**config.mk**
```make
export PLATFORM = sky130hd
export DESIGN_NAME = proc
export DESIGN_NICKNAME = d
export VERILOG_FILES = /design/src/procPkg.sv /design/src/pipeBus.sv /design/src/proc.sv /design/src/memory.sv /design/src/execute.sv /design/src/hazardUnit.sv /design/src/decode.sv /design/src/fetch.sv
export SDC_FILE = /design/constraint.sdc
export NUM_CORES = 2
export LEC_CHECK = 0
export BUFFER_PORTS_ARGS = -buffer_cell sky130_fd_sc_hd__buf_4
export CAP_MARGIN = 0
export CELL_PAD_IN_SITES_DETAIL_PLACEMENT = 1
export CELL_PAD_IN_SITES_GLOBAL_PLACEMENT = 1
export CORE_MARGIN = 2
export CORE_UTILIZATION = 45
export DETAILED_ROUTE_END_ITERATION = 8
export GPL_TIMING_DRIVEN = 1
export PLACE_DENSITY = 0.71
export SYNTH_ARGS = -nofsm -noshare
export SYNTH_HDL_FRONTEND = slang
export SYNTH_HIERARCHICAL = 1
export SYNTH_SLANG_ARGS = --single-unit
```
**constraint.sdc**
```tcl
create_clock -name clk -period 5.8 [get_ports clk]
set_input_delay 1.16 -clock clk [delete_from_list [all_inputs] [get_ports clk]]
set_output_delay 1.16 -clock clk [all_outputs]
set_load 0.05 [all_outputs]
```
**src/procPkg.sv**
```systemverilog
//######################################
// word sizes, opcodes and field slices
// opcode codes above opHalt are illegal
//######################################
`default_nettype none

package procPkg;

  localparam int dataW = 16;
  localparam int regAddrW = 3;
  localparam int opcodeW = 4;

  // instruction field positions
  localparam int opHi = 15;
  localparam int opLo = 12;
  localparam int rdHi = 11;
  localparam int rdLo = 9;
  localparam int rsHi = 8;
  localparam int rsLo = 6;
  localparam int rtHi = 5;
  localparam int rtLo = 3;
  localparam int imm6Hi = 5;
  localparam int imm12Hi = 11;

  typedef enum logic [opcodeW-1:0] {
    opAdd  = 4'h0,
    opSub  = 4'h1,
    opAnd  = 4'h2,
    opXor  = 4'h3,
    opAddi = 4'h4,
    opLd   = 4'h5,
    opSt   = 4'h6,
    opBeqz = 4'h7,
    opBnez = 4'h8,
    opJmp  = 4'h9,
    opHalt = 4'hA
  } opcodeT;

  typedef enum logic [1:0] {aluAdd, aluSub, aluAnd, aluXor} aluOpT;

  typedef enum logic {wbAlu, wbMem} wbSelT;

  // operand source picked by the hazard unit for execute
  typedef enum logic [1:0] {fwdNone, fwdExMem, fwdMemWb} fwdSelT;

endpackage

`default_nettype wire
```
**src/pipeBus.sv**
```systemverilog
//######################################
// in each stage register bus the valid
// bit qualifies every other field
//######################################
`timescale 1ns/10ps
`default_nettype none

interface decExBus;
  logic valid;
  logic [procPkg::dataW-1:0] pc1;
  logic [procPkg::dataW-1:0] opa;
  logic [procPkg::dataW-1:0] opb;
  logic [procPkg::dataW-1:0] storeData;
  logic [procPkg::dataW-1:0] imm;
  logic [procPkg::regAddrW-1:0] rs;
  logic [procPkg::regAddrW-1:0] rt;
  logic [procPkg::regAddrW-1:0] rd;
  procPkg::aluOpT aluOp;
  procPkg::wbSelT wbSel;
  logic useImm;
  logic regWrite;
  logic memRead;
  logic memWrite;
  logic isBranchZ;
  logic isBranchNz;
  logic isJump;
  logic halt;
  logic illegal;

  modport producer (output valid, pc1, opa, opb, storeData, imm, rs, rt, rd, aluOp, wbSel,
                    useImm, regWrite, memRead, memWrite, isBranchZ, isBranchNz, isJump,
                    halt, illegal);
  modport consumer (input valid, pc1, opa, opb, storeData, imm, rs, rt, rd, aluOp, wbSel,
                    useImm, regWrite, memRead, memWrite, isBranchZ, isBranchNz, isJump,
                    halt, illegal);
endinterface

interface exMemBus;
  logic valid;
  logic [procPkg::dataW-1:0] aluResult;
  logic [procPkg::dataW-1:0] storeData;
  logic [procPkg::dataW-1:0] target;
  logic taken;
  logic [procPkg::regAddrW-1:0] rd;
  logic regWrite;
  logic memRead;
  logic memWrite;
  procPkg::wbSelT wbSel;
  logic halt;
  logic illegal;

  modport producer (output valid, aluResult, storeData, target, taken, rd, regWrite,
                    memRead, memWrite, wbSel, halt, illegal);
  modport consumer (input valid, aluResult, storeData, target, taken, rd, regWrite,
                    memRead, memWrite, wbSel, halt, illegal);
endinterface

interface memWbBus;
  logic valid;
  logic [procPkg::regAddrW-1:0] rd;
  logic regWrite;
  logic [procPkg::dataW-1:0] result;
  logic halt;
  logic illegal;

  modport producer (output valid, rd, regWrite, result, halt, illegal);
  modport consumer (input valid, rd, regWrite, result, halt, illegal);
endinterface

`default_nettype wire

```
**src/proc.sv**
```systemverilog
//######################################
// load imem with run low, then raise run
// halted also rises for a retired illegal
//######################################
`timescale 1ns/10ps
`default_nettype none

module proc #(
  parameter int imemAddrW = 6,
  parameter int dmemAddrW = 4
) (
  input wire clk,
  input wire rstN,
  input wire run,
  input wire imemWe,
  input wire [imemAddrW-1:0] imemAddr,
  input wire [procPkg::dataW-1:0] imemData,
  output logic commitValid,
  output logic [procPkg::regAddrW-1:0] commitReg,
  output logic [procPkg::dataW-1:0] commitData,
  output logic halted,
  output logic err
);

  logic ifValid;
  logic [procPkg::dataW-1:0] ifInstr;
  logic [procPkg::dataW-1:0] ifPc1;
  logic stall;
  logic flush;
  logic haltSeen;
  logic [procPkg::dataW-1:0] redirectPc;
  procPkg::fwdSelT fwdA;
  procPkg::fwdSelT fwdB;

  decExBus decExIf ();
  exMemBus exMemIf ();
  memWbBus memWbIf ();

  fetch #(.imemAddrW(imemAddrW)) fetch0 (
    .clk(clk), .rstN(rstN), .run(run), .imemWe(imemWe), .imemAddr(imemAddr),
    .imemData(imemData), .stall(stall), .flush(flush), .redirectPc(redirectPc),
    .haltSeen(haltSeen), .ifValid(ifValid), .ifInstr(ifInstr), .ifPc1(ifPc1)
  );

  decode decode0 (
    .clk(clk), .rstN(rstN), .ifValid(ifValid), .ifInstr(ifInstr), .ifPc1(ifPc1),
    .stall(stall), .flush(flush), .haltSeen(haltSeen), .decEx(decExIf), .memWb(memWbIf)
  );

  hazardUnit hazard0 (
    .ifValid(ifValid), .ifInstr(ifInstr), .decEx(decExIf), .exMem(exMemIf),
    .memWb(memWbIf), .stall(stall), .fwdA(fwdA), .fwdB(fwdB)
  );

  execute execute0 (
    .clk(clk), .rstN(rstN), .flush(flush), .fwdA(fwdA), .fwdB(fwdB),
    .decEx(decExIf), .memWb(memWbIf), .exMem(exMemIf)
  );

  memory #(.dmemAddrW(dmemAddrW)) memory0 (
    .clk(clk), .rstN(rstN), .exMem(exMemIf), .memWb(memWbIf),
    .flush(flush), .redirectPc(redirectPc)
  );

  // commit mirrors the register file write
  assign commitValid = memWbIf.valid && memWbIf.regWrite;
  assign commitReg = memWbIf.rd;
  assign commitData = memWbIf.result;

  // an illegal op also freezes fetch, so it ends the run as well
  always_ff @(posedge clk) begin
    if (!rstN) begin
      halted <= 1'b0;
    end else if (memWbIf.valid && (memWbIf.halt || memWbIf.illegal)) begin
      halted <= 1'b1;
    end
  end

  always_ff @(posedge clk) begin
    if (!rstN) begin
      err <= 1'b0;
    end else if (memWbIf.valid && memWbIf.illegal) begin
      err <= 1'b1;
    end
  end

endmodule

`default_nettype wire

```
**src/memory.sv**
```systemverilog
//######################################
// data addresses wrap at dmemAddrW bits
//######################################
`timescale 1ns/10ps
`default_nettype none

module memory #(
  parameter int dmemAddrW = 4
) (
  input wire clk,
  input wire rstN,
  exMemBus.consumer exMem,
  memWbBus.producer memWb,
  output logic flush,
  output logic [procPkg::dataW-1:0] redirectPc
);

  logic [procPkg::dataW-1:0] dmem [2**dmemAddrW];
  logic [dmemAddrW-1:0] addr;
  logic [procPkg::dataW-1:0] loadData;

  assign addr = exMem.aluResult[dmemAddrW-1:0];
  assign loadData = dmem[addr];

  always_ff @(posedge clk) begin
    if (!rstN) begin
      for (int i = 0; i < 2**dmemAddrW; i++) begin
        dmem[i] <= '0;
      end
    end else if (exMem.valid && exMem.memWrite) begin
      dmem[addr] <= exMem.storeData;
    end
  end

  // taken transfer kills the three younger slots
  assign flush = exMem.valid && exMem.taken;
  assign redirectPc = exMem.target;

  always_ff @(posedge clk) begin
    if (!rstN) begin
      memWb.valid <= 1'b0;
    end else begin
      memWb.valid <= exMem.valid;
    end
  end

  always_ff @(posedge clk) begin
    memWb.rd <= exMem.rd;
    memWb.regWrite <= exMem.regWrite;
    memWb.result <= (exMem.wbSel == procPkg::wbMem) ? loadData : exMem.aluResult;
    memWb.halt <= exMem.halt;
    memWb.illegal <= exMem.illegal;
  end

endmodule

`default_nettype wire

```
**src/execute.sv**
```systemverilog
//######################################
// branch targets are PC+1 plus the
// sign-extended immediate from decode
//######################################
`timescale 1ns/10ps
`default_nettype none

module execute (
  input wire clk,
  input wire rstN,
  input wire flush,
  input wire procPkg::fwdSelT fwdA,
  input wire procPkg::fwdSelT fwdB,
  decExBus.consumer decEx,
  memWbBus.consumer memWb,
  exMemBus.producer exMem
);

  logic [procPkg::dataW-1:0] aVal;
  logic [procPkg::dataW-1:0] regB;
  logic [procPkg::dataW-1:0] storeVal;
  logic [procPkg::dataW-1:0] aluB;
  logic [procPkg::dataW-1:0] aluOut;
  logic taken;

  function automatic logic [procPkg::dataW-1:0] pick(
    input procPkg::fwdSelT sel,
    input logic [procPkg::dataW-1:0] own,
    input logic [procPkg::dataW-1:0] exVal,
    input logic [procPkg::dataW-1:0] wbVal
  );
    case (sel)
      procPkg::fwdExMem: return exVal;
      procPkg::fwdMemWb: return wbVal;
      default: return own;
    endcase
  endfunction

  assign aVal = pick(fwdA, decEx.opa, exMem.aluResult, memWb.result);
  assign regB = pick(fwdB, decEx.opb, exMem.aluResult, memWb.result);
  assign storeVal = pick(fwdB, decEx.storeData, exMem.aluResult, memWb.result);
  assign aluB = decEx.useImm ? decEx.imm : regB;

  always_comb begin
    case (decEx.aluOp)
      procPkg::aluSub: aluOut = aVal - aluB;
      procPkg::aluAnd: aluOut = aVal & aluB;
      procPkg::aluXor: aluOut = aVal ^ aluB;
      default: aluOut = aVal + aluB;
    endcase
  end

  // zero test on rs
  assign taken = decEx.isJump || (decEx.isBranchZ && aVal == '0) ||
                 (decEx.isBranchNz && aVal != '0);

  always_ff @(posedge clk) begin
    if (!rstN) begin
      exMem.valid <= 1'b0;
    end else begin
      exMem.valid <= decEx.valid && !flush;
    end
  end

  always_ff @(posedge clk) begin
    exMem.aluResult <= aluOut;
    exMem.storeData <= storeVal;
    exMem.target <= decEx.pc1 + decEx.imm;
    exMem.taken <= taken;
    exMem.rd <= decEx.rd;
    exMem.regWrite <= decEx.regWrite;
    exMem.memRead <= decEx.memRead;
    exMem.memWrite <= decEx.memWrite;
    exMem.wbSel <= decEx.wbSel;
    exMem.halt <= decEx.halt;
    exMem.illegal <= decEx.illegal;
  end

endmodule

`default_nettype wire

```
**src/hazardUnit.sv**
```systemverilog
//######################################
// EX/MEM forwarding skips loads because
// the load-use stall covers that case
//######################################
`timescale 1ns/10ps
`default_nettype none

module hazardUnit (
  input wire ifValid,
  input wire [procPkg::dataW-1:0] ifInstr,
  decExBus.consumer decEx,
  exMemBus.consumer exMem,
  memWbBus.consumer memWb,
  output logic stall,
  output procPkg::fwdSelT fwdA,
  output procPkg::fwdSelT fwdB
);

  procPkg::opcodeT op;
  logic [procPkg::regAddrW-1:0] srcA;
  logic [procPkg::regAddrW-1:0] srcB;
  logic readsA;
  logic readsB;
  logic exOk;
  logic wbOk;

  function automatic procPkg::fwdSelT source(
    input logic [procPkg::regAddrW-1:0] idx,
    input logic exHit,
    input logic [procPkg::regAddrW-1:0] exRd,
    input logic wbHit,
    input logic [procPkg::regAddrW-1:0] wbRd
  );
    // youngest producer wins
    if (exHit && exRd == idx) begin
      return procPkg::fwdExMem;
    end
    if (wbHit && wbRd == idx) begin
      return procPkg::fwdMemWb;
    end
    return procPkg::fwdNone;
  endfunction

  assign op = procPkg::opcodeT'(ifInstr[procPkg::opHi:procPkg::opLo]);
  assign srcA = ifInstr[procPkg::rsHi:procPkg::rsLo];

  // source registers of the IF/ID instruction
  always_comb begin
    readsA = 1'b0;
    readsB = 1'b0;
    srcB = ifInstr[procPkg::rtHi:procPkg::rtLo];
    case (op)
      procPkg::opAdd, procPkg::opSub, procPkg::opAnd, procPkg::opXor: begin
        readsA = 1'b1;
        readsB = 1'b1;
      end
      procPkg::opAddi, procPkg::opLd, procPkg::opBeqz, procPkg::opBnez: readsA = 1'b1;
      procPkg::opSt: begin
        readsA = 1'b1;
        readsB = 1'b1;
        srcB = ifInstr[procPkg::rdHi:procPkg::rdLo];
      end
      default: ;
    endcase
  end

  assign stall = ifValid && decEx.valid && decEx.memRead && decEx.regWrite &&
                 ((readsA && srcA == decEx.rd) || (readsB && srcB == decEx.rd));

  assign exOk = exMem.valid && exMem.regWrite && !exMem.memRead;
  assign wbOk = memWb.valid && memWb.regWrite;
  assign fwdA = source(decEx.rs, exOk, exMem.rd, wbOk, memWb.rd);
  assign fwdB = source(decEx.rt, exOk, exMem.rd, wbOk, memWb.rd);

endmodule

`default_nettype wire

```
**src/decode.sv**
```systemverilog
//######################################
// register file bypasses a same-cycle
// writeback; halt or illegal freezes fetch
//######################################
`timescale 1ns/10ps
`default_nettype none

module decode (
  input wire clk,
  input wire rstN,
  input wire ifValid,
  input wire [procPkg::dataW-1:0] ifInstr,
  input wire [procPkg::dataW-1:0] ifPc1,
  input wire stall,
  input wire flush,
  output logic haltSeen,
  decExBus.producer decEx,
  memWbBus.consumer memWb
);

  procPkg::opcodeT opcode;
  procPkg::aluOpT aluOp;
  procPkg::wbSelT wbSel;
  logic [procPkg::regAddrW-1:0] rsIdx;
  logic [procPkg::regAddrW-1:0] rtIdx;
  logic [procPkg::regAddrW-1:0] rdIdx;
  logic [procPkg::regAddrW-1:0] rbIdx;
  logic [procPkg::dataW-1:0] regs [2**procPkg::regAddrW];
  logic [procPkg::dataW-1:0] rfA;
  logic [procPkg::dataW-1:0] rfB;
  logic [procPkg::dataW-1:0] imm6;
  logic [procPkg::dataW-1:0] imm12;
  logic useImm;
  logic regWrite;
  logic memRead;
  logic memWrite;
  logic isBz;
  logic isBnz;
  logic isJmp;
  logic isHalt;
  logic illegal;
  logic rfWe;
  logic curStop;
  logic haltHeld;

  assign opcode = procPkg::opcodeT'(ifInstr[procPkg::opHi:procPkg::opLo]);
  assign rdIdx = ifInstr[procPkg::rdHi:procPkg::rdLo];
  assign rsIdx = ifInstr[procPkg::rsHi:procPkg::rsLo];
  assign rtIdx = ifInstr[procPkg::rtHi:procPkg::rtLo];
  assign imm6 = {{(procPkg::dataW-procPkg::imm6Hi-1){ifInstr[procPkg::imm6Hi]}},
                 ifInstr[procPkg::imm6Hi:0]};
  assign imm12 = {{(procPkg::dataW-procPkg::imm12Hi-1){ifInstr[procPkg::imm12Hi]}},
                  ifInstr[procPkg::imm12Hi:0]};

  always_comb begin
    aluOp = procPkg::aluAdd;
    wbSel = procPkg::wbAlu;
    useImm = 1'b0;
    regWrite = 1'b0;
    memRead = 1'b0;
    memWrite = 1'b0;
    isBz = 1'b0;
    isBnz = 1'b0;
    isJmp = 1'b0;
    isHalt = 1'b0;
    illegal = 1'b0;
    case (opcode)
      procPkg::opAdd: regWrite = 1'b1;
      procPkg::opSub: begin
        regWrite = 1'b1;
        aluOp = procPkg::aluSub;
      end
      procPkg::opAnd: begin
        regWrite = 1'b1;
        aluOp = procPkg::aluAnd;
      end
      procPkg::opXor: begin
        regWrite = 1'b1;
        aluOp = procPkg::aluXor;
      end
      procPkg::opAddi: begin
        regWrite = 1'b1;
        useImm = 1'b1;
      end
      procPkg::opLd: begin
        regWrite = 1'b1;
        useImm = 1'b1;
        memRead = 1'b1;
        wbSel = procPkg::wbMem;
      end
      procPkg::opSt: begin
        useImm = 1'b1;
        memWrite = 1'b1;
      end
      procPkg::opBeqz: isBz = 1'b1;
      procPkg::opBnez: isBnz = 1'b1;
      procPkg::opJmp: isJmp = 1'b1;
      procPkg::opHalt: isHalt = 1'b1;
      default: illegal = 1'b1;
    endcase
  end

  // store data comes from rd on the second port
  assign rbIdx = memWrite ? rdIdx : rtIdx;
  assign rfWe = memWb.valid && memWb.regWrite;
  assign rfA = (rfWe && memWb.rd == rsIdx) ? memWb.result : regs[rsIdx];
  assign rfB = (rfWe && memWb.rd == rbIdx) ? memWb.result : regs[rbIdx];

  always_ff @(posedge clk) begin
    if (!rstN) begin
      for (int i = 0; i < 2**procPkg::regAddrW; i++) begin
        regs[i] <= '0;
      end
    end else if (rfWe) begin
      regs[memWb.rd] <= memWb.result;
    end
  end

  // freeze is held until a redirect cancels it
  assign curStop = ifValid && (isHalt || illegal);
  assign haltSeen = haltHeld || curStop;

  always_ff @(posedge clk) begin
    if (!rstN || flush) begin
      haltHeld <= 1'b0;
    end else if (curStop) begin
      haltHeld <= 1'b1;
    end
  end

  always_ff @(posedge clk) begin
    if (!rstN) begin
      decEx.valid <= 1'b0;
    end else begin
      decEx.valid <= ifValid && !stall && !flush;
    end
  end

  always_ff @(posedge clk) begin
    decEx.pc1 <= ifPc1;
    decEx.opa <= rfA;
    decEx.opb <= rfB;
    decEx.storeData <= rfB;
    decEx.imm <= isJmp ? imm12 : imm6;
    decEx.rs <= rsIdx;
    decEx.rt <= rbIdx;
    decEx.rd <= rdIdx;
    decEx.aluOp <= aluOp;
    decEx.wbSel <= wbSel;
    decEx.useImm <= useImm;
    decEx.regWrite <= regWrite;
    decEx.memRead <= memRead;
    decEx.memWrite <= memWrite;
    decEx.isBranchZ <= isBz;
    decEx.isBranchNz <= isBnz;
    decEx.isJump <= isJmp;
    decEx.halt <= isHalt;
    decEx.illegal <= illegal;
  end

endmodule

`default_nettype wire

```
**src/fetch.sv**
```systemverilog
//######################################
// imem is written through the load port
// only while run is low
//######################################
`timescale 1ns/10ps
`default_nettype none

module fetch #(
  parameter int imemAddrW = 6
) (
  input wire clk,
  input wire rstN,
  input wire run,
  input wire imemWe,
  input wire [imemAddrW-1:0] imemAddr,
  input wire [procPkg::dataW-1:0] imemData,
  input wire stall,
  input wire flush,
  input wire [procPkg::dataW-1:0] redirectPc,
  input wire haltSeen,
  output logic ifValid,
  output logic [procPkg::dataW-1:0] ifInstr,
  output logic [procPkg::dataW-1:0] ifPc1
);

  logic [procPkg::dataW-1:0] imem [2**imemAddrW];
  logic [imemAddrW-1:0] pc;
  logic [imemAddrW-1:0] pcNext;
  logic issue;

  assign pcNext = pc + 1'b1;
  // bubbles while stopped or frozen by a halt
  assign issue = run && !haltSeen;

  always_ff @(posedge clk) begin
    if (imemWe) begin
      imem[imemAddr] <= imemData;
    end
  end

  // flush beats stall, stall beats issue
  always_ff @(posedge clk) begin
    if (!rstN) begin
      pc <= '0;
      ifValid <= 1'b0;
    end else if (flush) begin
      pc <= redirectPc[imemAddrW-1:0];
      ifValid <= 1'b0;
    end else if (!stall) begin
      ifValid <= issue;
      if (issue) begin
        pc <= pcNext;
      end
    end
  end

  always_ff @(posedge clk) begin
    if (!flush && !stall && issue) begin
      ifInstr <= imem[pc];
      ifPc1 <= {{(procPkg::dataW-imemAddrW){1'b0}}, pcNext};
    end
  end

endmodule

`default_nettype wire

```
==> run_results.csv <==
group,metric,value,unit
worst_setup_path,crit_arrival,5.97,ns
synthesis,syn_area_per_cell,15.5,µm²
clocking,tritoncts,"yes",
sta,fin_crit_sh,0.916,
route,drt_iter0_drc,3484,
layout,utilization,0.505,
synthesis,netlist_area,67900,µm²
global_routing,grt_max_degree,71,
clocking,clock_latency,0.79,ns
worst_setup_path,required,6.46,ns
worst_setup_path,crit_fanout,13,
clocking,postCtsSetupBuffers,0,
worst_setup_path,worst-setup-path-type,"flop to flop",
clocking,cts_root_buf,"clkbuf_16",
clocking,cts_num_sinks,1583,
clocking,holdBufCountCts,0,
floorplanning,core_area,150000,µm²
placement,dpl.hpwl,117000,µm
placement,port_buffers,47,
synthesis,syn-num-nets,4445,
floorplanning,die_width,393,µm
route,drc_errors,0,
worst_hold_path,hold_path_end,"memory0/memWb.halt$_DFF_P_",
floorplanning,ios,48,
worst_setup_path,r2r-start,"decode0/decEx.rt[2]$_DFF_P_",
sta,maxSlewHeadroom,0.0557,
route,num_vias,39000,
status,status,"finished, final reports clean",
worst_setup_path,end_kind,"flop",
global_routing,grt_pass1_wl,280000,µm
pwr,vdd_drop_max,0.297,mV
sta,fmax,188,MHz
clocking,cts_buffer_depth,3,
worst_hold_path,hold_start,"execute0/exMem.halt$_DFF_P_",
sta,rsz0062_at_grt,"no",
sta,finalSetupViolations,0,
layout,syn_to_final_growth,11.3,%
route,wl_per_cell,29.0,µm
clocking,numCtsBuffers,162,
layout,drive_gt1_frac,0.182,
global_routing,grt.total_usage,0.249,
pwr,p_leak,25.1,nW
layout,layout.nets,4521,
worst_setup_path,critPathLaunchType,"flop",
placement,gp_congestion,0.831,
global_routing,grt_antenna_before_repair,9,
global_routing,grt_overflow,0,
floorplanning,rows,142,
pwr,power_density,383,nW/µm²
sta,clock_skew,0.0286,ns
floorplanning,die_h,393,µm
synthesis,yosys_warnings,6,
synthesis,synth_cells,4370,
route,first_pass_iters,5,
sta,drv_slew,0,
route,via_per_inst,5.91,
sta,finalSetupTns,0,ns
clocking,htreeDepth,4,
worst_hold_path,hold_depth,0,
job,maxCapViolCount,0,
worst_setup_path,r2r-end,"execute0/exMem.aluResult[14]$_DFF_P_",
route,routed_wl,191000,µm
worst_setup_path,ff2ff_path_depth,19,
route,ant_nets,0,
clocking,clkTransAtPathRegs,0.06,ns
sta,hold_violations,0,
sta,min_period,5.31,ns
global_routing,grt_pass1_vias,40900,
floorplanning,initial_core_util,0.454,
layout,fill_cells,14300,
worst_hold_path,hold_path_class,"flop to flop",
sta,tightest_slew,1.38,ns
worst_setup_path,rrSetupSlack,0.49,ns
floorplanning,die-area,154000,µm²
clocking,cts-resized-gates,0,
==> how the worst max path moves through the flow <==
stage	endpoint	cells past startpoint	start
2_1_floorplan	execute0/exMem.aluResult[14]$_DFF_P_	20	memory0/memWb.rd[0]$_DFF_P_
3_3_place_gp	execute0/exMem.aluResult[14]$_DFF_P_	19	decode0/decEx.rt[2]$_DFF_P_
3_5_place_dp	execute0/exMem.aluResult[14]$_DFF_P_	19	execute0/exMem.rd[2]$_DFF_P_
4_1_cts	execute0/exMem.aluResult[14]$_DFF_P_	19	execute0/exMem.rd[2]$_DFF_P_
5_1_grt	execute0/exMem.aluResult[14]$_DFF_P_	19	execute0/exMem.rd[2]$_DFF_P_
6_report	execute0/exMem.aluResult[14]$_DFF_P_	19	decode0/decEx.rt[2]$_DFF_P_
==> critical path, cell delays in order (launching register included) <==
cell and delay (ns):
dfxtp_1 0.33, xor2_1 0.17, nor4_1 0.62, nor4_1 0.19, ha_1 0.59, a221oi_1 0.14
o31ai_2 0.44, inv_1 0.09, ha_1 0.25, nor2_1 0.14, xnor2_1 0.09, ha_1 0.36
nor2b_1 0.15, o21ai_1 0.16, a21oi_1 0.14, o41ai_2 0.46, o31ai_1 0.19, o41ai_1 0.38
xor2_1 0.20, mux2i_1 0.08
==> power by group <==
| part | total (mW) | internal [mW] | switching, mW | leakage [nW] |
|---|---|---|---|---|
| combinational | 5.15 | 1.94 | 3.22 | 7.98 |
| clock | 10.0 | 5.61 | 4.42 | 2.44 |
| sequential | 13.8 | 12.9 | 0.860 | 14.7 |
==> flip-flops by register name, indices dropped and copies added (netlist names), 12 cells and up <==
signal,count
decode0/decEx.opa,16
fetch0/imem,1024
decode0/decEx.storeData,16
execute0/exMem.aluResult,16
decode0/regs,128
execute0/exMem.storeData,16
fetch0/ifInstr,16
memory0/dmem,256
decode0/decEx.imm,12
memory0/memWb.result,16
==> layer usage <==
metal	track usage	wire [µm]
met5	0	53
met4	0.0878	6460
met3	0.0428	11600
met2	0.423	95600
met1	0.324	77300
==> final cells by class <==
type                    count  area [µm²]  area share
multi-input cells        2439       20200       0.267
well taps                2016        2520      0.0334
flip-flops and latches   1583       46000       0.609
inverters                  43         161     0.00213
diodes                      2        5.00   0.0000662
repair buffers            217        1700      0.0225
clock buffers             218        4470      0.0592
clock inverters            73         533     0.00705
==> layout by cell type, fill, tap and decap left out, types with 17 or more instances in the layout <==
cell type / n
buf_4: 210
o211ai_1: 32
a21oi_1: 246
mux2_2: 63
edfxtp_1: 1430
a2111oi_0: 34
clkinv_2: 18
mux4_2: 241
nor3_1: 78
nor2b_1: 33
o22ai_1: 56
nand2_1: 330
o21ai_0: 57
a22oi_1: 21
clkbuf_1: 44
a221oi_1: 17
clkbuf_16: 170
xor2_1: 29
clkinv_1: 33
nand2b_1: 120
nor2_2: 20
o21ai_1: 21
mux2i_1: 225
dfxtp_1: 146
o31ai_1: 24
inv_1: 39
and2_1: 398
nor2_1: 124
ha_1: 47
nand3_1: 17
xnor2_1: 34
==> through the flow <==
step | instance area (µm²) | cells | power, mW | hold slack [ns] | setup WS (ns)
finish | 75600 | 6591 | 29.0 | 0.328 | 0.489
global route | 75600 | 6589 | 30.0 | 0.331 | 0.0295
CTS | 75600 | 6588 | 29.2 | 0.328 | 0.515
detailed placement | 70600 | 6297 | 19.2 | 0.313 | 0.596
global placement | 70600 | 6297 | 19.1 | 0.310 | 0.718
floorplan | 67900 | 4370 | 17.2 | 0.310 | 1.20
No activity file was read; power rests on OpenSTA's default activity.
